## config.mk

```make
export PLATFORM = sky130hd
export DESIGN_NAME = bkm_exp_top
export DESIGN_NICKNAME = d
export VERILOG_FILES = /design/src/hdl/bkm_num_pkg.sv /design/src/hdl/bkm_ctrl_pkg.sv /design/src/hdl/bkm_log_table.sv /design/src/hdl/bkm_control_step.sv /design/src/hdl/bkm_sequencer.sv /design/src/hdl/bkm_exp_top.sv
export VERILOG_INCLUDE_DIRS = /design/src /design/src/hdl
export SDC_FILE = /design/constraint.sdc
export NUM_CORES = 1
export LEC_CHECK = 0
export BUFFER_PORTS_ARGS = -buffer_cell sky130_fd_sc_hd__buf_4
export CAP_MARGIN = 15
export CORE_MARGIN = 8
export CORE_UTILIZATION = 35
export CTS_CLUSTER_SIZE = 16
export DETAILED_ROUTE_END_ITERATION = 7
export PLACE_DENSITY = 0.55
export RECOVER_POWER = 100
export SLEW_MARGIN = 15
export SYNTH_ARGS = -nofsm -noshare
export SYNTH_HDL_FRONTEND = slang
export SYNTH_SLANG_ARGS = --single-unit
```

## constraint.sdc

```tcl
create_clock -name clk -period 5.5 [get_ports clk]
set_input_delay 0.55 -clock clk [delete_from_list [all_inputs] [get_ports clk]]
set_output_delay 0.55 -clock clk [all_outputs]
set_load 0.01 [all_outputs]
```

## src/hdl/bkm_consts.svh

```systemverilog
// BKM exponential constants
// Word format and iteration count shared by the RTL, the packages
// and the testbench model
`ifndef BKM_CONSTS_SVH
`define BKM_CONSTS_SVH

// ----------------------------------------
// Fixed-point format
// ----------------------------------------
// Full word width, unsigned
`define BKM_W 32
// Fraction bits, Q4.28
`define BKM_FRAC 28

// ----------------------------------------
// Iteration
// ----------------------------------------
// One step per table entry, n = 0 .. 27
`define BKM_STEPS 28

`endif

```

## src/hdl/bkm_num_pkg.sv

```systemverilog
// BKM numeric types
// Word type and fixed-point constants used by the datapath,
// the log table and the testbench model
`include "bkm_consts.svh"

package bkm_num_pkg;

   // ----------------------------------------
   // Word type
   // ----------------------------------------
   // Arguments, residuals, products and table entries
   typedef logic [`BKM_W-1:0] word_t;

   // ----------------------------------------
   // Constants
   // ----------------------------------------
   // 1.0 in Q4.28
   localparam word_t BKM_ONE = word_t'(1) << `BKM_FRAC;

   // Sum of all ln(1+2^-n) entries, n = 0 .. 27
   // Largest argument the E-mode iteration converges for, about 1.562
   localparam word_t BKM_X_MAX = 32'd419302577;

endpackage

```

## src/hdl/bkm_ctrl_pkg.sv

```systemverilog
// BKM control types
// Sequencer state encoding and the step index type
`include "bkm_consts.svh"

package bkm_ctrl_pkg;

   // ----------------------------------------
   // Step index
   // ----------------------------------------
   // Wide enough for 0 .. BKM_STEPS-1
   typedef logic [$clog2(`BKM_STEPS)-1:0] step_t;

   // ----------------------------------------
   // Sequencer state
   // ----------------------------------------
   typedef enum logic {
      ST_IDLE = 1'b0,
      // Iterating, one step per clock
      ST_RUN  = 1'b1
   } seq_state_t;

endpackage

```

## src/hdl/bkm_log_table.sv

```systemverilog
// BKM log table
// Constant ROM of ln(1+2^-n) in Q4.28, rounded to nearest
// Combinational, zero latency; indices past the last step read zero
`timescale 1ns/100ps

module bkm_log_table
   import bkm_num_pkg::*, bkm_ctrl_pkg::*;
(
   input  step_t idx,
   output word_t ln_val
);

   // Large n: entry collapses to 2^(28-n) once the
   // quadratic term drops below half an LSB
   always_comb begin
      case (idx)
         5'd0:    ln_val = 32'd186065279;
         5'd1:    ln_val = 32'd108841211;
         5'd2:    ln_val = 32'd59899641;
         5'd3:    ln_val = 32'd31617143;
         5'd4:    ln_val = 32'd16273798;
         5'd5:    ln_val = 32'd8260204;
         5'd6:    ln_val = 32'd4161873;
         5'd7:    ln_val = 32'd2089002;
         5'd8:    ln_val = 32'd1046533;
         5'd9:    ln_val = 32'd523777;
         5'd10:   ln_val = 32'd262016;
         5'd11:   ln_val = 32'd131040;
         5'd12:   ln_val = 32'd65528;
         5'd13:   ln_val = 32'd32766;
         // Pure powers of two from here on
         5'd14:   ln_val = 32'd16384;
         5'd15:   ln_val = 32'd8192;
         5'd16:   ln_val = 32'd4096;
         5'd17:   ln_val = 32'd2048;
         5'd18:   ln_val = 32'd1024;
         5'd19:   ln_val = 32'd512;
         5'd20:   ln_val = 32'd256;
         5'd21:   ln_val = 32'd128;
         5'd22:   ln_val = 32'd64;
         5'd23:   ln_val = 32'd32;
         5'd24:   ln_val = 32'd16;
         5'd25:   ln_val = 32'd8;
         5'd26:   ln_val = 32'd4;
         5'd27:   ln_val = 32'd2;
         // Out of table
         default: ln_val = '0;
      endcase
   end

endmodule

```

## src/hdl/bkm_control_step.sv

```systemverilog
// BKM E-mode control step
// One iteration: digit decision from the residual, then
// u -= ln(1+2^-n) and v *= (1+2^-n) when the digit is one
// Purely combinational
`timescale 1ns/100ps

module bkm_control_step
   import bkm_num_pkg::*, bkm_ctrl_pkg::*;
(
   input  word_t u,
   input  word_t v,
   input  step_t idx,
   input  word_t ln_val,
   output word_t u_next,
   output word_t v_next
);

   // ----------------------------------------
   // Digit decision
   // ----------------------------------------
   // Digit is one while the residual still covers the table entry
   logic  digit;
   // v * 2^-n, truncated
   word_t v_shift;
   // Candidate updates
   word_t u_sub;
   word_t v_add;

   assign digit = (u >= ln_val);

   // ----------------------------------------
   // Residual and product update
   // ----------------------------------------
   // Shift by step index, n = 0 doubles v
   assign v_shift = v >> idx;

   // No underflow, guarded by the digit compare
   assign u_sub = u - ln_val;

   // Product stays below 4.77 in Q4.28, no carry out of the word
   assign v_add = v + v_shift;

   always_comb begin
      if (digit) begin
         u_next = u_sub;
         v_next = v_add;
      end else begin
         // Digit zero, both lanes pass through
         u_next = u;
         v_next = v;
      end
   end

endmodule

```

## src/hdl/bkm_sequencer.sv

```systemverilog
// BKM sequencer
// Holds the u and v registers, the step counter and the range flag
// Loads on an accepted start, runs 28 steps, captures result and
// residual and pulses done on the last step
`timescale 1ns/100ps

`include "bkm_consts.svh"

module bkm_sequencer
   import bkm_num_pkg::*, bkm_ctrl_pkg::*;
(
   input  logic  clk,
   input  logic  srst,
   input  logic  start,
   input  word_t x,
   input  word_t u_next,
   input  word_t v_next,
   output step_t idx,
   output word_t u,
   output word_t v,
   output logic  busy,
   output logic  done,
   output logic  range_err,
   output word_t result,
   output word_t residual
);

   // ----------------------------------------
   // Control
   // ----------------------------------------
   seq_state_t state;
   // Start only counts while idle
   logic       accept;
   // Step 27 being written this cycle
   logic       last_step;
   // Range check result, taken at load
   logic       range_flag;

   assign accept    = (state == ST_IDLE) && start;
   assign last_step = (state == ST_RUN) && (idx == step_t'(`BKM_STEPS - 1));

   // Busy follows the run state, so it drops together with done
   assign busy = (state == ST_RUN);

   always_ff @(posedge clk) begin
      if (srst) begin
         state      <= ST_IDLE;
         idx        <= '0;
         done       <= 1'b0;
         range_flag <= 1'b0;
         range_err  <= 1'b0;
         result     <= '0;
         residual   <= '0;
      end else begin
         // Single-cycle strobe
         done <= 1'b0;
         case (state)
            ST_IDLE: begin
               if (accept) begin
                  state      <= ST_RUN;
                  idx        <= '0;
                  range_flag <= (x > BKM_X_MAX);
               end
            end
            ST_RUN: begin
               idx <= idx + 1'b1;
               if (last_step) begin
                  state     <= ST_IDLE;
                  idx       <= '0;
                  done      <= 1'b1;
                  range_err <= range_flag;
                  // Out of range forces a zero result, latency unchanged
                  result    <= range_flag ? '0 : v_next;
                  residual  <= u_next;
               end
            end
            default: state <= ST_IDLE;
         endcase
      end
   end

   // ----------------------------------------
   // Datapath registers
   // ----------------------------------------
   // Load x and 1.0 on start, then one update per run cycle
   always_ff @(posedge clk) begin
      if (accept) begin
         u <= x;
         v <= BKM_ONE;
      end else if (state == ST_RUN) begin
         u <= u_next;
         v <= v_next;
      end
   end

endmodule

```

## src/hdl/bkm_exp_top.sv

```systemverilog
// BKM exponential top level
// Sequencer drives the log table and the control step, which
// feed the next u and v back combinationally
`timescale 1ns/100ps

module bkm_exp_top
   import bkm_num_pkg::*, bkm_ctrl_pkg::*;
(
   input  logic  clk,
   input  logic  srst,
   input  logic  start,
   input  word_t x,
   output logic  busy,
   output logic  done,
   output logic  range_err,
   output word_t result,
   output word_t residual
);

   // ----------------------------------------
   // Internal wires
   // ----------------------------------------
   step_t idx;
   word_t ln_val;
   // Current residual and product
   word_t u;
   word_t v;
   // Next-step values
   word_t u_next;
   word_t v_next;

   // Registers and strobes
   bkm_sequencer i_seq (
      .clk       (clk),
      .srst      (srst),
      .start     (start),
      .x         (x),
      .u_next    (u_next),
      .v_next    (v_next),
      .idx       (idx),
      .u         (u),
      .v         (v),
      .busy      (busy),
      .done      (done),
      .range_err (range_err),
      .result    (result),
      .residual  (residual)
   );

   // ln(1+2^-n) lookup
   bkm_log_table i_table (
      .idx    (idx),
      .ln_val (ln_val)
   );

   // One iteration per clock
   bkm_control_step i_step (
      .u      (u),
      .v      (v),
      .idx    (idx),
      .ln_val (ln_val),
      .u_next (u_next),
      .v_next (v_next)
   );

endmodule

```

* After elaboration in Yosys (flattened, before gate mapping)
Memory sizes are Yosys's and may differ from the RTL's. A register that Yosys moved wholly into a read port is not among the register bits.
Cells that the tools add are included.
** Cells by class
- Muxes and demuxes :: 14
- Shift-type cells :: 1
- Bitwise logic cells :: 1
- Reduce and logical (&&, ||, !) cells :: 6
- Eq/ne operators :: 2
- Magnitude comparators :: 2
- $add $sub $neg :: 3
** Operator list (count)
- $mux W32 :: 5
- $add A32 B32 Y32 :: 1
- $ge A32 B32 Y1 :: 1
- $gt A32 B29 Y1 const B :: 1
- $shr A32 B5 Y32 :: 1
- $sub A32 B32 Y32 :: 1
- $mux W5 :: 4
- $pmux W5 S2 :: 1
- $add A5 B1 Y5 const B :: 1
- $eq A5 B5 Y1 const B :: 1
- $reduce_and A2 Y1 :: 2
- $mux W1 :: 3
- $logic_and A1 B1 Y1 :: 2
- $ne A2 B1 Y1 const B :: 1
- $pmux W1 S2 :: 1
- $reduce_bool A2 Y1 :: 1
- $reduce_or A2 Y1 :: 1
- $not A1 Y1 :: 1
** Storage, ports and cells
- Bits in registers :: 137
- Output and inout bits :: 67
- ROM bits :: 896
- Input bits :: 35
- Logic and storage cells :: 39
- Memories kept :: 1
** Memories
- (no name shown) :: depth 32, width 28, read ports 1, clocked after Yosys merged registers in 1, wr ports 0, line bkm_log_table.sv:16 : case (idx)

* Longest topological paths before layout
- Word-level depth :: 6
- Depth in mapped cells :: 21
- Gate-level depth less buffers :: 19

* Modules after synthesis
From an unflattened synthesis, not the netlist that was laid out.
** Unflattened totals
- Cells, all modules :: 1488
- Area total of the unflattened synthesis :: 11678.7 µm²
** Modules (own cells, without submodules)
- bkm_control_step :: cells an instance 879, area each 5688.0 µm², instances 1
- bkm_sequencer :: cells an instance 491, area each 5167.5 µm², instances 1
- bkm_log_table :: cells an instance 118, area each 823.3 µm², instances 1

* Worst setup path before layout
Ideal clock, no wire load.
- Path kind :: flip-flop to flip-flop
- Start point :: register i_seq.idx[0]
- End point :: register i_seq.v[28]
- Data required time :: 5.380 ns
- Arrival time :: 4.479 ns
- Clock period less this slack :: 4.599 ns
- Cell stages (with the launch flop) :: 20
- Setup slack :: 0.901 ns
- Cell sequence :: dfxtp_1 > clkbuf_1 > buf_1 > inv_1 > clkbuf_1 > o21ai_0 > mux2i_1 > a21oi_1 > mux2i_1 > ha_1 > fa_1 > a211oi_1 > o21ai_0 > o211ai_1 > nand2_1 > a211oi_1 > nor3_1 > or3_1 > a211o_1 > o221a_2
** Between the ends
- Longest elaborated chain between the ends :: 3
** Ends and longest elaborated chain
- from (decl) :: line bkm_sequencer.sv:18 : output step_t idx,
- from (signal assigned) :: line bkm_sequencer.sv:66 : idx <= idx + 1'b1;
- $shr A32 B5 Y32 :: line bkm_control_step.sv:35 : assign v_shift = v >> idx;
- $add A32 B32 Y32 :: line bkm_control_step.sv:41 : assign v_add = v + v_shift;
- $mux W32 :: line bkm_control_step.sv:44 : if (digit) begin
- to (signal assigned) :: line bkm_sequencer.sv:92 : v <= v_next;
- to (decl) :: line bkm_sequencer.sv:20 : output word_t v,
Every way passes these cells.
A chain may end at the register's enable or synchronous reset.

* Worst setup path after layout
- Start point :: register i_seq.u[19]
- End point :: register i_seq.u[3] (data pin)
** Between the ends
- Longest elaborated chain between the ends :: 4
** Ends and longest elaborated chain
- from (decl) :: line bkm_sequencer.sv:19 : output word_t u,
- from (signal assigned) :: line bkm_sequencer.sv:91 : u <= u_next;
- $ge A32 B32 Y1 :: line bkm_control_step.sv:29 : assign digit = (u >= ln_val);
- $mux W32 :: line bkm_control_step.sv:44
- $mux W32 :: line bkm_sequencer.sv:90 : end else if (state == ST_RUN) begin
- $mux W32 :: line bkm_sequencer.sv:87 : if (accept) begin
Every way passes these cells. The select of a mux whose other input is x is not followed.

==> flow_summary_export.csv <==
group,metric,value,unit
route,ant_nets,0,
cells_and_area,area_growth,12.6,%
cts,cts.clk_slew.worst_paths,70,ps
sta,min_period_over_period,0.891,
die,fp.dieW,199,µm
die,start_util,0.352,
route,wl_per_cell,18.8,µm
worst_setup_path,critPathSlowestCell,"nor2_1",
placed_design,port_buffers,101,
die,num_rows,67,
logic_synthesis,syn-cell-area,11700,µm²
logic_synthesis,ys_ff_latch,165,
logic_synthesis,syn-instance-count,1480,
sta,setup_slack,600,ps
placed_design,dp_hpwl,27.7,mm
logic_synthesis,ys_types,82,
cts,cts.repair.resized,0,
cells_and_area,fin_nets,1637,
cells_and_area,fin_cells,1990,
pwr,p_int,3.59,mW
worst_setup_path,slowest_delay,920,ps
route,drt_drc_violations_left,0,
die,die-height,199,µm
worst_setup_path,critPathBufInv,1,
global_routing,grt_max_degree,50,
sta,rsz0062_at_grt,"false",
sta,finalSetupTns,0,ps
global_routing,globalRouteOverflowTotal,0,
cts,ctsHtreeMaxLevel,4,
die,die_area,39600,µm²
worst_setup_path,cp.depth,11,
cts,cts-hold-fix-buffers,0,
global_routing,first_global_vias,10700,
pwr,power_switching,2.61,mW
worst_setup_path,crit_top_cell,"a21oi_1",
cells_and_area,drive_gt1_frac,0.0798,
pwr,cellPowerDensity,469,nW/µm²
logic_synthesis,yosys-top-cells-area,"dfxtp_1 (23%), edfxtp_1 (8.2%), ha_1 (7.6%), nand2_1 (6.7%), a21oi_1 (5.5%)",
worst_setup_path,critPathKind,"reg2reg",
logic_synthesis,synth_top_flop_cell,"dfxtp_1",
pwr,leakagePower,5.40,nW
logic_synthesis,synth_top_area_frac,0.227,
cells_and_area,final_area,13200,µm²
sta,skew,14.8,ps
outcome,outcome,"finished with violations",
sta,min_period,4900,ps
logic_synthesis,yosysSeqAreaShare,0.309,
global_routing,grt_pass1_wl,59.5,mm
cells_and_area,mostFrequentLayoutCell,"nand2_1",
worst_setup_path,crit_chain,"ha_1 -> a21o_1 -> o21bai_1 -> a21oi_1 -> o211ai_1 -> or4b_1 -> nor2_1 -> clkbuf_1 -> nor3_1 -> a21oi_1 -> a21oi_1",
route,vias,11100,
global_routing,antenna_found_initial,1,
pwr,p_clk_frac,0.221,
pwr,pwr-share-seq,0.286,
cells_and_area,utilization,0.397,
logic_synthesis,synth_nets,1588,
pwr,sw_frac_of_total,0.421,
route,dr.first_iter.drc_count,720,
outcome,violations,"capacitance limit, slew limit",
worst_hold_path,holdPathStages,3,
route,drt-total-wl,37.3,mm
cells_and_area,nFillCells,3561,
sta,finalSetupViolations,0,
pwr,vdd_ir_drop_max,249,µV
flow_run,maxCapViolations,4,
worst_setup_path,startpoint_type,"flip-flop",
cts,cts_sinks,165,
cts,root_buffer,"clkbuf_16",
placed_design,gp_congestion,0.928,
route,drt-pass1-iter-count,5,
cts,clockBufferDepth,2,
worst_setup_path,critPathMaxFanout,19,
cts,numCtsBuffers,17,
cells_and_area,layout_common_cells,"nand2_1 (210), nor2_1 (164), dfxtp_1 (133)",
placed_design,post_dp_cell_area,12800,µm²
pwr,combinationalPowerShare,0.493,
die,ios,102,
logic_synthesis,yosys.area.top_type,"dfxtp_1",
sta,finalHoldViolations,0,
logic_synthesis,synth-edff-count,32,
worst_setup_path,cp_top_family,"simple AND/OR/NAND/NOR gates",
placed_design,dp_slack,758,ps
worst_setup_path,ff2ff_path_depth,11,
worst_hold_path,min_path_type,"in2reg",
cts,clkLatencyLatePin,450,ps
placed_design,dp_cells,1958,
cts,post_cts_buffers,0,
sta,worstMarginPinSlew,1680,ps
global_routing,grt.total_usage,0.189,
sta,max-slew-margin-rel,-0.118,
logic_synthesis,synthArstFlopShare,0,
logic_synthesis,yosys_warnings,0,
cts,tritoncts,"yes",
sta,fmaxAchievable,204,MHz
die,core,33300,µm²
cells_and_area,antennaDiodeCount,0,
logic_synthesis,avgSynthCellArea,7.93,µm²
sta,slew_violations,129,
worst_setup_path,arrival,5070,ps
worst_setup_path,critPathCaptureType,"flip-flop",
route,viasPerCell,5.56,
worst_setup_path,worstPathRequired,5670,ps
==> cells by family (layout without fill, tap and decap cells) <==
family / count (synthesis) / in the layout / synth area share
DFF: 165 / 165 / 0.309
and+or+nand+nor: 508 / 508 / 0.188
muxes: 77 / 77 / 0.0834
buffers and inverters: 150 / 212 / 0.0523
xor gates and xnor gates: 48 / 48 / 0.0358
AOI/OAI and AO/OA: 459 / 459 / 0.253
adders and majority gates: 73 / 73 / 0.0791
==> final timing paths <==
path / start / end / slack, ps
min: x[0] / i_seq.u[0] / 380
max: i_seq.u[19] / i_seq.u[3] / 600
min reg2reg: i_seq.result[13] / i_seq.result[13] / 450
max reg2reg: i_seq.u[19] / i_seq.u[3] / 600
==> registers in the layout, summed over array words and instances (netlist names) <==
| signal | count |
|---|---|
| i_seq.residual | 32 |
| i_seq.result | 32 |
| i_seq.u | 32 |
| i_seq.v | 32 |
| i_table.ln_val | 28 |
| i_seq.idx | 5 |
| i_seq.busy | 1 |
| i_seq.done | 1 |
| i_seq.range_err | 1 |
| i_seq.range_flag | 1 |
==> synthesized netlist by cell type (13+ instances only) <==
cell	instances
nand3_1	24
mux4_2	16
xnor2_1	35
dfxtp_1	133
a211oi_1	38
inv_1	58
o22ai_1	14
nand2_1	210
ha_1	71
o21ai_1	18
a21oi_1	130
nor3_1	27
o211ai_1	13
a21o_1	27
xor2_1	13
edfxtp_1	32
a31oi_1	14
clkbuf_1	66
mux2i_1	55
nor2_1	165
o21ai_0	100
==> through the flow <==
stage               hold slack (ps)  power [mW]
floorplan                       454        4.07
global placement                436        4.83
detailed placement              444        4.84
CTS                             370        6.23
global route                    368        6.67
finish                          380        6.20
==> power groups by stage <==
stage / clock network (mW) / registers (mW) / logic, mW
2_1_floorplan: 0 / 1.67 / 2.40
3_3_place_gp: 0 / 1.79 / 3.04
3_5_place_dp: 0 / 1.79 / 3.05
4_1_cts: 1.39 / 1.77 / 3.07
5_1_grt: 1.44 / 1.80 / 3.42
6_report: 1.37 / 1.77 / 3.05
==> worst min-delay path: stages <==
cell,delay [ps]
buf_4,90
nand2_1,40
nand2_1,50
==> layout make-up <==
type,instances,area [µm²],area share
Clock buffer,25,549,0.0416
Clock inverter,7,125,0.00948
Tap cell,448,561,0.0425
Timing Repair Buffer,120,637,0.0482
Inverter,60,225,0.0171
Multi-Input combinational cell,1165,7480,0.567
Sequential cell,165,3620,0.274
==> routing by layer <==
| metal | vias up | track usage | wire, µm |
|---|---|---|---|
| met2 | 318 | 0.316 | 17900 |
| met4 | 2 | 0.0716 | 967 |
| met3 | 59 | 0.0342 | 1860 |
| met1 | 5243 | 0.241 | 16500 |
| li1 | 5441 | - | - |
| met5 | - | 0 | 13 |
(Power assumes the default switching activity.)
